**src/logic/axi_chan_pkg.sv**
```systemverilog
package axi_chan_pkg;

    // --------------------------------------------------
    // Bus geometry
    // --------------------------------------------------
    localparam int unsigned IdWidth   = 2;
    localparam int unsigned NumIds    = 2 ** IdWidth;
    localparam int unsigned AddrWidth = 32;
    localparam int unsigned DataWidth = 32;
    localparam int unsigned StrbWidth = DataWidth / 8;

    typedef logic [IdWidth-1:0] id_t;

    // --------------------------------------------------
    // Channel payloads
    // --------------------------------------------------
    typedef struct packed {
        id_t                  id;
        logic [AddrWidth-1:0] addr;
        logic [7:0]           len;
        logic [2:0]           size;
    } aw_chan_t;

    typedef struct packed {
        logic [DataWidth-1:0] data;
        logic [StrbWidth-1:0] strb;
        logic                 last;
    } w_chan_t;

endpackage
```
**src/logic/compare_pkg.sv**
```systemverilog
package compare_pkg;

    // --------------------------------------------------
    // Capture queue sizes
    // --------------------------------------------------

    // Entries per ID in each AW queue
    localparam int unsigned AwDepth = 4;

    // Entries in the W queue of each side
    localparam int unsigned WDepth  = 8;

    // --------------------------------------------------
    // Mismatch report
    // --------------------------------------------------

    // One pulse per compared pair that differs
    typedef struct packed {
        logic [axi_chan_pkg::NumIds-1:0] aw;
        logic                            w;
    } mismatch_t;

endpackage

```
**src/logic/bus_compare_top.sv**
```systemverilog
`timescale 1ns/1ns

module bus_compare_top (
    input  logic                   clk_i,
    input  logic                   rst_ni,
    // Side A
    input  axi_chan_pkg::aw_chan_t a_aw_i,
    input  logic                   a_aw_valid_i,
    output logic                   a_aw_ready_o,
    output axi_chan_pkg::aw_chan_t a_aw_o,
    output logic                   a_aw_valid_o,
    input  logic                   a_aw_ready_i,
    input  axi_chan_pkg::w_chan_t  a_w_i,
    input  logic                   a_w_valid_i,
    output logic                   a_w_ready_o,
    output axi_chan_pkg::w_chan_t  a_w_o,
    output logic                   a_w_valid_o,
    input  logic                   a_w_ready_i,
    // Side B
    input  axi_chan_pkg::aw_chan_t b_aw_i,
    input  logic                   b_aw_valid_i,
    output logic                   b_aw_ready_o,
    output axi_chan_pkg::aw_chan_t b_aw_o,
    output logic                   b_aw_valid_o,
    input  logic                   b_aw_ready_i,
    input  axi_chan_pkg::w_chan_t  b_w_i,
    input  logic                   b_w_valid_i,
    output logic                   b_w_ready_o,
    output axi_chan_pkg::w_chan_t  b_w_o,
    output logic                   b_w_valid_o,
    input  logic                   b_w_ready_i,
    // Report
    output compare_pkg::mismatch_t mismatch_o,
    output logic                   mismatch_any_o,
    output logic                   busy_o
);

    import axi_chan_pkg::*;
    import compare_pkg::*;

    // Capture branch handshakes
    logic a_aw_cap_valid, a_aw_cap_ready;
    logic a_w_cap_valid, a_w_cap_ready;
    logic b_aw_cap_valid, b_aw_cap_ready;
    logic b_w_cap_valid, b_w_cap_ready;

    // Queue heads
    aw_chan_t [NumIds-1:0] aw_head_a, aw_head_b;
    logic     [NumIds-1:0] aw_head_valid_a, aw_head_valid_b;
    logic     [NumIds-1:0] aw_pop;
    w_chan_t               w_head_a, w_head_b;
    logic                  w_head_valid_a, w_head_valid_b;
    logic                  w_pop;

    // Payload passes straight through
    assign a_aw_o = a_aw_i;
    assign a_w_o  = a_w_i;
    assign b_aw_o = b_aw_i;
    assign b_w_o  = b_w_i;

    // --------------------------------------------------
    // Forks, bit 0 downstream and bit 1 capture
    // --------------------------------------------------
    stream_fork_2 i_fork_aw_a (
        .clk_i   ( clk_i                          ),
        .rst_ni  ( rst_ni                         ),
        .valid_i ( a_aw_valid_i                   ),
        .ready_o ( a_aw_ready_o                   ),
        .valid_o ( {a_aw_cap_valid, a_aw_valid_o} ),
        .ready_i ( {a_aw_cap_ready, a_aw_ready_i} )
    );

    stream_fork_2 i_fork_w_a (
        .clk_i   ( clk_i                        ),
        .rst_ni  ( rst_ni                       ),
        .valid_i ( a_w_valid_i                  ),
        .ready_o ( a_w_ready_o                  ),
        .valid_o ( {a_w_cap_valid, a_w_valid_o} ),
        .ready_i ( {a_w_cap_ready, a_w_ready_i} )
    );

    stream_fork_2 i_fork_aw_b (
        .clk_i   ( clk_i                          ),
        .rst_ni  ( rst_ni                         ),
        .valid_i ( b_aw_valid_i                   ),
        .ready_o ( b_aw_ready_o                   ),
        .valid_o ( {b_aw_cap_valid, b_aw_valid_o} ),
        .ready_i ( {b_aw_cap_ready, b_aw_ready_i} )
    );

    stream_fork_2 i_fork_w_b (
        .clk_i   ( clk_i                        ),
        .rst_ni  ( rst_ni                       ),
        .valid_i ( b_w_valid_i                  ),
        .ready_o ( b_w_ready_o                  ),
        .valid_o ( {b_w_cap_valid, b_w_valid_o} ),
        .ready_i ( {b_w_cap_ready, b_w_ready_i} )
    );

    // --------------------------------------------------
    // Capture queues
    // --------------------------------------------------
    aw_id_queues #(
        .Depth ( AwDepth )
    ) i_aw_queues_a (
        .clk_i        ( clk_i           ),
        .rst_ni       ( rst_ni          ),
        .aw_i         ( a_aw_i          ),
        .valid_i      ( a_aw_cap_valid  ),
        .ready_o      ( a_aw_cap_ready  ),
        .head_o       ( aw_head_a       ),
        .head_valid_o ( aw_head_valid_a ),
        .pop_i        ( aw_pop          )
    );

    aw_id_queues #(
        .Depth ( AwDepth )
    ) i_aw_queues_b (
        .clk_i        ( clk_i           ),
        .rst_ni       ( rst_ni          ),
        .aw_i         ( b_aw_i          ),
        .valid_i      ( b_aw_cap_valid  ),
        .ready_o      ( b_aw_cap_ready  ),
        .head_o       ( aw_head_b       ),
        .head_valid_o ( aw_head_valid_b ),
        .pop_i        ( aw_pop          )
    );

    cmp_fifo #(
        .Width ( $bits(w_chan_t) ),
        .Depth ( WDepth          )
    ) i_w_fifo_a (
        .clk_i   ( clk_i          ),
        .rst_ni  ( rst_ni         ),
        .data_i  ( a_w_i          ),
        .valid_i ( a_w_cap_valid  ),
        .ready_o ( a_w_cap_ready  ),
        .data_o  ( w_head_a       ),
        .valid_o ( w_head_valid_a ),
        .ready_i ( w_pop          )
    );

    cmp_fifo #(
        .Width ( $bits(w_chan_t) ),
        .Depth ( WDepth          )
    ) i_w_fifo_b (
        .clk_i   ( clk_i          ),
        .rst_ni  ( rst_ni         ),
        .data_i  ( b_w_i          ),
        .valid_i ( b_w_cap_valid  ),
        .ready_o ( b_w_cap_ready  ),
        .data_o  ( w_head_b       ),
        .valid_o ( w_head_valid_b ),
        .ready_i ( w_pop          )
    );

    // --------------------------------------------------
    // Comparison
    // --------------------------------------------------
    mismatch_detect i_mismatch_detect (
        .aw_head_a_i  ( aw_head_a       ),
        .aw_head_b_i  ( aw_head_b       ),
        .aw_valid_a_i ( aw_head_valid_a ),
        .aw_valid_b_i ( aw_head_valid_b ),
        .w_head_a_i   ( w_head_a        ),
        .w_head_b_i   ( w_head_b        ),
        .w_valid_a_i  ( w_head_valid_a  ),
        .w_valid_b_i  ( w_head_valid_b  ),
        .aw_pop_o     ( aw_pop          ),
        .w_pop_o      ( w_pop           ),
        .mismatch_o   ( mismatch_o      ),
        .busy_o       ( busy_o          )
    );

    assign mismatch_any_o = |mismatch_o;

endmodule

```
**src/logic/mismatch_detect.sv**
```systemverilog
`timescale 1ns/1ns

module mismatch_detect (
    input  axi_chan_pkg::aw_chan_t [axi_chan_pkg::NumIds-1:0] aw_head_a_i,
    input  axi_chan_pkg::aw_chan_t [axi_chan_pkg::NumIds-1:0] aw_head_b_i,
    input  logic                   [axi_chan_pkg::NumIds-1:0] aw_valid_a_i,
    input  logic                   [axi_chan_pkg::NumIds-1:0] aw_valid_b_i,
    input  axi_chan_pkg::w_chan_t                             w_head_a_i,
    input  axi_chan_pkg::w_chan_t                             w_head_b_i,
    input  logic                                              w_valid_a_i,
    input  logic                                              w_valid_b_i,
    output logic                   [axi_chan_pkg::NumIds-1:0] aw_pop_o,
    output logic                                              w_pop_o,
    output compare_pkg::mismatch_t                            mismatch_o,
    output logic                                              busy_o
);

    import axi_chan_pkg::*;
    import compare_pkg::*;

    // --------------------------------------------------
    // Pairing
    // --------------------------------------------------

    // Both sides hold a head, so the pair leaves together
    assign aw_pop_o = aw_valid_a_i & aw_valid_b_i;
    assign w_pop_o  = w_valid_a_i & w_valid_b_i;

    // --------------------------------------------------
    // Payload comparison
    // --------------------------------------------------
    for (genvar i = 0; i < NumIds; i++) begin : gen_aw_cmp
        assign mismatch_o.aw[i] = aw_pop_o[i] & (aw_head_a_i[i] != aw_head_b_i[i]);
    end

    // Data, strobes and last all count
    assign mismatch_o.w = w_pop_o & (w_head_a_i != w_head_b_i);

    // Any queue still holding an entry
    assign busy_o = (|aw_valid_a_i) | (|aw_valid_b_i) | w_valid_a_i | w_valid_b_i;

endmodule

```
**src/logic/aw_id_queues.sv**
```systemverilog
`timescale 1ns/1ns

module aw_id_queues #(
    parameter int unsigned Depth = 4
) (
    input  logic                                                  clk_i,
    input  logic                                                  rst_ni,
    input  axi_chan_pkg::aw_chan_t                                aw_i,
    input  logic                                                  valid_i,
    output logic                                                  ready_o,
    output axi_chan_pkg::aw_chan_t [axi_chan_pkg::NumIds-1:0]     head_o,
    output logic                   [axi_chan_pkg::NumIds-1:0]     head_valid_o,
    input  logic                   [axi_chan_pkg::NumIds-1:0]     pop_i
);

    import axi_chan_pkg::*;

    logic [NumIds-1:0] push_valid;
    logic [NumIds-1:0] push_ready;

    // Steer the beat to the queue of its ID
    always_comb begin
        push_valid             = '0;
        push_valid[aw_i.id]    = valid_i;
        ready_o                = push_ready[aw_i.id];
    end

    // --------------------------------------------------
    // One queue per ID
    // --------------------------------------------------
    for (genvar i = 0; i < NumIds; i++) begin : gen_id_queue
        cmp_fifo #(
            .Width ( $bits(aw_chan_t) ),
            .Depth ( Depth            )
        ) i_cmp_fifo (
            .clk_i   ( clk_i           ),
            .rst_ni  ( rst_ni          ),
            .data_i  ( aw_i            ),
            .valid_i ( push_valid[i]   ),
            .ready_o ( push_ready[i]   ),
            .data_o  ( head_o[i]       ),
            .valid_o ( head_valid_o[i] ),
            .ready_i ( pop_i[i]        )
        );
    end

endmodule

```
**src/logic/cmp_fifo.sv**
```systemverilog
`timescale 1ns/1ns

module cmp_fifo #(
    parameter int unsigned Width = 8,
    parameter int unsigned Depth = 4
) (
    input  logic             clk_i,
    input  logic             rst_ni,
    input  logic [Width-1:0] data_i,
    input  logic             valid_i,
    output logic             ready_o,
    output logic [Width-1:0] data_o,
    output logic             valid_o,
    input  logic             ready_i
);

    localparam int unsigned PtrWidth = (Depth > 1) ? $clog2(Depth) : 1;
    localparam int unsigned CntWidth = $clog2(Depth + 1);
    localparam logic [PtrWidth-1:0] LastPtr = PtrWidth'(Depth - 1);
    localparam logic [CntWidth-1:0] FullCnt = CntWidth'(Depth);

    logic [Width-1:0]    mem [Depth];
    logic [PtrWidth-1:0] wr_ptr_q;
    logic [PtrWidth-1:0] rd_ptr_q;
    logic [CntWidth-1:0] count_q;
    logic                push;
    logic                pop;

    assign ready_o = (count_q != FullCnt);
    assign valid_o = (count_q != '0);
    assign data_o  = mem[rd_ptr_q];

    assign push = valid_i & ready_o;
    assign pop  = valid_o & ready_i;

    // --------------------------------------------------
    // Storage
    // --------------------------------------------------
    always_ff @(posedge clk_i) begin
        if (push) begin
            mem[wr_ptr_q] <= data_i;
        end
    end

    // --------------------------------------------------
    // Pointers and occupancy
    // --------------------------------------------------
    always_ff @(posedge clk_i or negedge rst_ni) begin
        if (!rst_ni) begin
            wr_ptr_q <= '0;
            rd_ptr_q <= '0;
            count_q  <= '0;
        end else begin
            if (push) begin
                wr_ptr_q <= (wr_ptr_q == LastPtr) ? '0 : wr_ptr_q + 1'b1;
            end
            if (pop) begin
                rd_ptr_q <= (rd_ptr_q == LastPtr) ? '0 : rd_ptr_q + 1'b1;
            end
            // Simultaneous push and pop keeps the count
            if (push && !pop) begin
                count_q <= count_q + 1'b1;
            end else if (pop && !push) begin
                count_q <= count_q - 1'b1;
            end
        end
    end

endmodule

```
**src/logic/stream_fork_2.sv**
```systemverilog
`timescale 1ns/1ns

module stream_fork_2 (
    input  logic       clk_i,
    input  logic       rst_ni,
    input  logic       valid_i,
    output logic       ready_o,
    output logic [1:0] valid_o,
    input  logic [1:0] ready_i
);

    // Branch has already taken the current beat
    logic [1:0] taken_q;
    logic [1:0] taken_d;
    logic [1:0] done;

    // Offer the beat only to branches still waiting for it
    assign valid_o = {2{valid_i}} & ~taken_q;

    // Finished with this beat, earlier or in this cycle
    assign done = taken_q | (valid_o & ready_i);

    // Upstream completes once both branches are through
    assign ready_o = valid_i & (&done);

    always_comb begin
        if (ready_o) begin
            taken_d = '0;
        end else begin
            taken_d = done;
        end
    end

    always_ff @(posedge clk_i or negedge rst_ni) begin
        if (!rst_ni) begin
            taken_q <= '0;
        end else begin
            taken_q <= taken_d;
        end
    end

endmodule

```
**config.mk**
```make
export PLATFORM = sky130hd
export DESIGN_NAME = bus_compare_top
export DESIGN_NICKNAME = d
export VERILOG_FILES = /design/src/logic/axi_chan_pkg.sv /design/src/logic/compare_pkg.sv /design/src/logic/bus_compare_top.sv /design/src/logic/mismatch_detect.sv /design/src/logic/aw_id_queues.sv /design/src/logic/cmp_fifo.sv /design/src/logic/stream_fork_2.sv
export SDC_FILE = /design/constraint.sdc
export NUM_CORES = 2
export LEC_CHECK = 0
export BUFFER_PORTS_ARGS = -buffer_cell sky130_fd_sc_hd__buf_2
export CAP_MARGIN = 25
export CORE_MARGIN = 4
export CORE_UTILIZATION = 55
export CTS_CLUSTER_DIAMETER = 150
export DETAILED_ROUTE_END_ITERATION = 7
export GPL_TIMING_DRIVEN = 0
export PLACE_DENSITY = 0.74
export SYNTH_ARGS = -nofsm -noshare
export SYNTH_HDL_FRONTEND = slang
export SYNTH_HIERARCHICAL = 1
export SYNTH_SLANG_ARGS = --single-unit
```
**constraint.sdc**
```tcl
create_clock -name clk_i -period 11.87 [get_ports clk_i]
set_input_delay 1.7805 -clock clk_i [delete_from_list [all_inputs] [get_ports clk_i]]
set_output_delay 1.7805 -clock clk_i [all_outputs]
set_load 0.05 [all_outputs]
```
* Yosys cells after proc, flatten, opt, wreduce, memory -nomap -nowiden
Memory sizes are Yosys's and may differ from the RTL's. Index checks and enable logic that the tools add are counted. W data, S select, Z words.
Storage, ports and cells: register bits 84, output and inout bits 179, memories 10, word-level logic and storage cells 316, bits of input ports 174, bits in writable memories 2032
Memories:
- i_w_fifo_a.mem | depth 8, bits a word 37, rd ports 1, clocked after memory_dff 0, wr ports 1, RTL line cmp_fifo.sv:22 | logic [Width-1:0] mem [Depth];
- i_w_fifo_b.mem | depth 8, bits a word 37, rd ports 1, clocked after memory_dff 0, wr ports 1, RTL line cmp_fifo.sv:22
- i_aw_queues_a.gen_id_queue[0].i_cmp_fifo.mem | depth 4, bits a word 45, rd ports 1, clocked after memory_dff 0, wr ports 1, RTL line cmp_fifo.sv:22
- i_aw_queues_a.gen_id_queue[1].i_cmp_fifo.mem | depth 4, bits a word 45, rd ports 1, clocked after memory_dff 0, wr ports 1, RTL line cmp_fifo.sv:22
- i_aw_queues_a.gen_id_queue[2].i_cmp_fifo.mem | depth 4, bits a word 45, rd ports 1, clocked after memory_dff 0, wr ports 1, RTL line cmp_fifo.sv:22
- i_aw_queues_a.gen_id_queue[3].i_cmp_fifo.mem | depth 4, bits a word 45, rd ports 1, clocked after memory_dff 0, wr ports 1, RTL line cmp_fifo.sv:22
- +4 memories
Operators by class: bitwise operators 52, multiplexer cells 72, order comparisons 4, add/sub/neg operators 40, equal/unequal tests 35, reduce and logical (&&, ||, !) cells 69
Operator list (number):
- $ne A45 B45 Y1 | 4
- $mux W3 | 20
- $mux W2 | 20
- $ne A37 B37 Y1 | 1
- $add A3 B1 Y3 const B | 12
- $add A2 B1 Y2 const B | 16
- $eq A2 B2 Y1 const B | 16
- $and A1 B1 Y1 | 30
- $mux W1 | 24
- $ne A3 B3 Y1 const B | 8
- $reduce_bool A3 Y1 | 8
- $sub A3 B1 Y3 const B | 8
- $logic_and A1 B1 Y1 | 22
- $logic_not A1 Y1 | 20
- $reduce_bool A2 Y1 | 10
- $and A2 B2 Y2 | 8
- $mux W4 | 4
- $and A4 B4 Y4 | 3
- $eq A3 B3 Y1 const B | 4
- $add A4 B1 Y4 const B | 2
- $ne A4 B4 Y1 const B | 2
- $not A2 Y2 | 4
- $or A2 B2 Y2 | 4
- $reduce_and A2 Y1 | 4
- other kinds (9) | 18

* Longest topological paths before layout
depth after elaboration 10, mapped depth 11, gate-level depth less buffers 9

* Modules after synthesis
The synthesis kept the hierarchy.
Modules (own cells, without submodules):
- cmp_fifo at i_aw_queues_a.gen_id_queue[0].i_cmp_fifo ... | area each 6930.4 µm², times used 4, sequential area each 5580.4 µm², cells each 272
- cmp_fifo at i_aw_queues_b.gen_id_queue[0].i_cmp_fifo ... | area each 6919.1 µm², times used 4, sequential area each 5580.4 µm², cells each 271
- cmp_fifo at i_w_fifo_a ... | area each 11985.2 µm², times used 2, sequential area each 9138.8 µm², cells each 492
- mismatch_detect | area each 2429.8 µm², times used 1, sequential area each 0.0 µm², cells each 303
- bus_compare_top | area each 1243.7 µm², times used 1, sequential area each 0.0 µm², cells each 167
- stream_fork_2 | area each 102.6 µm², times used 4, sequential area each 50.0 µm², cells each 11
- aw_id_queues | area each 57.6 µm², times used 2, sequential area each 0.0 µm², cells each 5

* Worst setup path before layout
No wires, ideal clock.
kind input-to-reg, start in a_w_valid_i, end mem i_w_fifo_a/mem[0][0] in the netlist's numbering, enable pin, required time 11.346 ns, setup time 0.524 ns, stages on the path 3, slack 5.719 ns, path buffers 0, data arrival time 5.627 ns, cell sequence nor2b_1 nand2_2 nor4_1
On the way: cells in the longest elaborated chain, start to end 4
RTL lines:
- from (decl) | RTL line bus_compare_top.sv:14 | input logic a_w_valid_i,
- $and A2 B2 Y2 | RTL line stream_fork_2.sv:18 | assign valid_o = {2{valid_i}} & ~taken_q;
- $and A1 B1 Y1 | RTL line cmp_fifo.sv:33 | assign push = valid_i & ready_o;
- $mux W1 | RTL line cmp_fifo.sv:40 | if (push) begin
- $mux W1 (implied by the code) | RTL line cmp_fifo.sv:41 | mem[wr_ptr_q] <= data_i;
- to (decl) | RTL line cmp_fifo.sv:22
No other way between the ends.

==> Flow_metrics.wiki <==
{| class="wikitable"
! Metric !! Value
|-
| Status || finished, final reports clean
|-
| Final critical-path share of the clock period || 0.595
|-
| Dpl ws || 5.83 ns
|-
| Number of synthesized flops with an enable pin || 2032
|-
| Max rail drop VDD || 0.156 mV
|-
| CP endpoint kind || output port
|-
| Final net count || 4566
|-
| Starting utilization of the core area || 0.555
|-
| Depth of the worst register-to-register path || 9
|-
| Final TNS setup || 0 ns
|-
| List of cells traversed by the critical path || buf_2 -> clkbuf_1 -> mux4_2 -> xor2_1 -> nor4_1 -> nand4_1 -> o31a_1 -> nor3_1 -> nand2_1 -> buf_2
|-
| Synthesized instance count || 3680
|-
| Drt via density || 6.30
|-
| Power per standard cell area || 236 nW/um^2
|-
| Total number of yosys warnings || 6
|-
| Crit path kind || reg2out
|-
| Cell taking the most area after synthesis || sky130_fd_sc_hd__edfxtp_1
|-
| DRC marker count from the first detailed-route iteration || 5905
|-
| Row Count || 142
|-
| Reg-to-reg critical path endpoint || i_w_fifo_a/count_q[3]$_DFFE_PN0P_
|-
| Die width || 398 um
|-
| Number of global-route vias before repair || 41100
|-
| Number of CTS-inserted buffers || 202
|-
| Core occupancy in the finished layout || 0.637
|-
| Syn-to-layout area delta || 14.7%
|-
| Slew @ Worst Pin || 1.18 ns
|-
| Leakage Power || 32.1 nW
|-
| Root buffer cell || sky130_fd_sc_hd__clkbuf_16
|-
| Post-Syn Area per Cell || 22.7 sq um
|-
| Die Footprint || 158000 sq um
|-
| Total overflow reported by the global router || 0
|-
| Count of unique library cells instantiated by Yosys || 47
|-
| Reg-to-reg slack, setup || 8.22 ns
|-
| Maximum frequency from static timing analysis || 0.142 GHz
|-
| Slowest cell on the critical path || sky130_fd_sc_hd__nor4_1
|-
| Startpoint Class || flip-flop
|-
| Global routing usage summed across all routing layers || 0.273
|-
| Post-synthesis net count || 3926
|-
| Cell mode on critical path || sky130_fd_sc_hd__buf_2
|-
| Maximum number of pins on one net before global-route repair || 62
|-
| Highest fanout seen on the critical path || 10
|-
| Launch instance of the worst register-to-register path || i_w_fifo_a/count_q[0]$_DFFE_PN0P_
|-
| Area of the multi-input gates || 18400 sq um
|-
| Setup Skew || 0.0780 ns
|-
| Main flop type after synthesis || sky130_fd_sc_hd__edfxtp_1
|-
| Final-report setup violation count || 0
|-
| Count of buffers from port buffering || 352
|-
| Leading cell type by number of instances after synthesis || sky130_fd_sc_hd__edfxtp_1
|-
| Die Span Y || 398 um
|-
| Fraction of registers with async set or reset after synthesis || 0.0397
|-
| Floorplan core area || 150000 sq um
|-
| Fraction of post-synthesis cell area in the top cell type by area || 0.730
|-
| Wire length of the first global-routing pass || 303000 um
|-
| Post-Route Hold Slack || 0.482 ns
|-
| Critical path data required time || 10.09 ns
|-
| Delay contributed by the slowest stage of the critical path || 1.08 ns
|-
| Worst path arrival time || 5.28 ns
|-
| Fraction of layout cells with a size suffix above 1 || 0.371
|-
| Placed cell count || 6131
|-
| Unrepaired setup endpoints after global routing || no
|-
| Hold crit path type || reg2reg
|-
| Summed instance area of the synthesized netlist || 83600 sq um
|-
| Clock tree from TritonCTS || yes
|-
| Tightest slew margin relative to the limit || 0.209
|-
| I/O pin total || 353
|-
| Top cells by area, synth || sky130_fd_sc_hd__edfxtp_1 73%, sky130_fd_sc_hd__mux4_2 13%, sky130_fd_sc_hd__dfrtp_1 2.5%, sky130_fd_sc_hd__xor2_1 2.4%, sky130_fd_sc_hd__buf_4 1.7%
|-
| Deepest clock path buffer count || 3
|-
| PostCTS Resize Cnt || 0
|-
| Average detailed-routed wire length per instance || 32.8 um
|-
| Final instance count without filler cells || 6498
|-
| Minimum clock period || 7.06 ns
|-
| Hold Crit Depth || 1
|-
| Number of buffers added to fix hold violations after cts || 0
|-
| Number of slew-limit violations in the final report || 0
|-
| Hold Fails Final Rpt || 0
|-
| Clock latency reported for the late side of the worst-skew pair || 0.87 ns
|-
| Number of buffers inserted to repair setup after CTS || 0
|-
| Number of optimization iterations in the first detailed-route pass || 5
|-
| Post-DP HPWL || 136000 um
|-
| H-Tree Depth || 4
|-
| Number of storage elements in the synthesis netlist || 2116
|-
| Post-route DRC || 0
|-
| Max Cap Viol || 0
|-
| Synth cell count leaders || 2032 x sky130_fd_sc_hd__edfxtp_1, 490 x sky130_fd_sc_hd__mux4_2, 231 x sky130_fd_sc_hd__xor2_1, 184 x sky130_fd_sc_hd__buf_4, 84 x sky130_fd_sc_hd__dfrtp_1
|-
| WL final || 213000 um
|-
| Antenna-violating nets left || 0
|-
| Placer's final routability congestion estimate || 0.829
|-
| Clock Sinks || 2116
|-
| Number of filler cells placed in the layout || 9651
|-
| CTS clk-pin slew, worst paths || 0.06 ns
|-
| Worst path setup slack after routing || 4.81 ns
|-
| Initial antenna violation count || 8
|-
| DR vias || 40900
|-
| Reg area || 63100 sq um
|-
| Portion of the post-synthesis area used by sequential elements || 0.755
|}
## critical path, delay by kind of cell (launching register included)
kind	cells	cell delay, ns
flip-flops	1	0.35
AND/OR/NAND/NOR	4	1.52
AO/OA/AOI/OAI	1	0.44
XOR/XNOR	1	0.34
buffers and inverters	3	1.36
multiplexers	1	0.47
## flip-flops by register name, indices dropped and copies added (netlist names), 12 cells and up
register / cells
i_aw_queues_a/gen_id_queue.i_cmp_fifo/count_q: 12
i_aw_queues_a/gen_id_queue.i_cmp_fifo/mem: 720
i_aw_queues_b/gen_id_queue.i_cmp_fifo/count_q: 12
i_aw_queues_b/gen_id_queue.i_cmp_fifo/mem: 720
i_w_fifo_a/mem: 296
i_w_fifo_b/mem: 296
## report_power, final
group	internal, W	total (W)	switching (W)
clock	0.00344	0.00622	0.00278
sequential	0.00868	0.00893	0.000244
combinational	0.00304	0.00743	0.00439
## worst max path at each step
stage	startpoint	end	depth (start not counted)
floorplan	a_w_valid_i	i_w_fifo_a/mem[0][0]$_DFFE_PP_	3
global placement	a_w_valid_i	i_w_fifo_a/mem[0][18]$_DFFE_PP_	4
detailed placement	flip-flop	mismatch_any_o	10
CTS	flip-flop	mismatch_any_o	10
global route	flip-flop	mismatch_any_o	10
finish	flip-flop	mismatch_any_o	10
## stage by stage
stage,instance area [sq um],power (W)
CTS,95800,0.0226
detailed placement,89400,0.0163
global placement,87900,0.0161
global route,95800,0.0233
floorplan,83600,0.0137
finish,95800,0.0226
## layout make-up
| type | count | share of cell area |
|---|---|---|
| repair buffers | 436 | 0.0321 |
| inverters | 28 | 0.00110 |
| clock inverters | 97 | 0.0114 |
| diodes | 3 | 0.0000783 |
| multi-input cells | 1248 | 0.192 |
| well taps | 2016 | 0.0263 |
| flip-flops and latches | 2116 | 0.659 |
| plain buffers | 288 | 0.0224 |
| clock buffers | 266 | 0.0559 |
## cell usage in the layout (no fill, tap or decap), types with 46 or more instances in the layout
master and count:
sky130_fd_sc_hd__edfxtp_1 2032, sky130_fd_sc_hd__mux4_2 490, sky130_fd_sc_hd__buf_2 406, sky130_fd_sc_hd__xor2_1 231, sky130_fd_sc_hd__clkbuf_16 202, sky130_fd_sc_hd__buf_4 198, sky130_fd_sc_hd__dfrtp_1 84, sky130_fd_sc_hd__clkbuf_1 80
sky130_fd_sc_hd__mux2_4 78, sky130_fd_sc_hd__ha_1 62, sky130_fd_sc_hd__nor4_1 49, sky130_fd_sc_hd__nor2_1 46, sky130_fd_sc_hd__mux2_2 46
## metal layers
layer	track usage	wire, um	part of all wire
met1	0.395	79700	0.37
met2	0.406	97200	0.46
met3	0.0817	28700	0.13
met4	0.0848	7110	0.033
met5	0	149	0.00070
## cells by family after synthesis
kind of cell	count (synthesis)	share of synthesized area
AO/OA/AOI/OAI	41	0.00361
adder cells (fa/ha/maj)	72	0.0117
multiplexers	640	0.159
AND/OR/NAND/NOR	250	0.0175
buffers and inverters	316	0.0269
XOR/XNOR	245	0.0257
flip-flops	2116	0.755
Power figures use the tool's default switching activity.
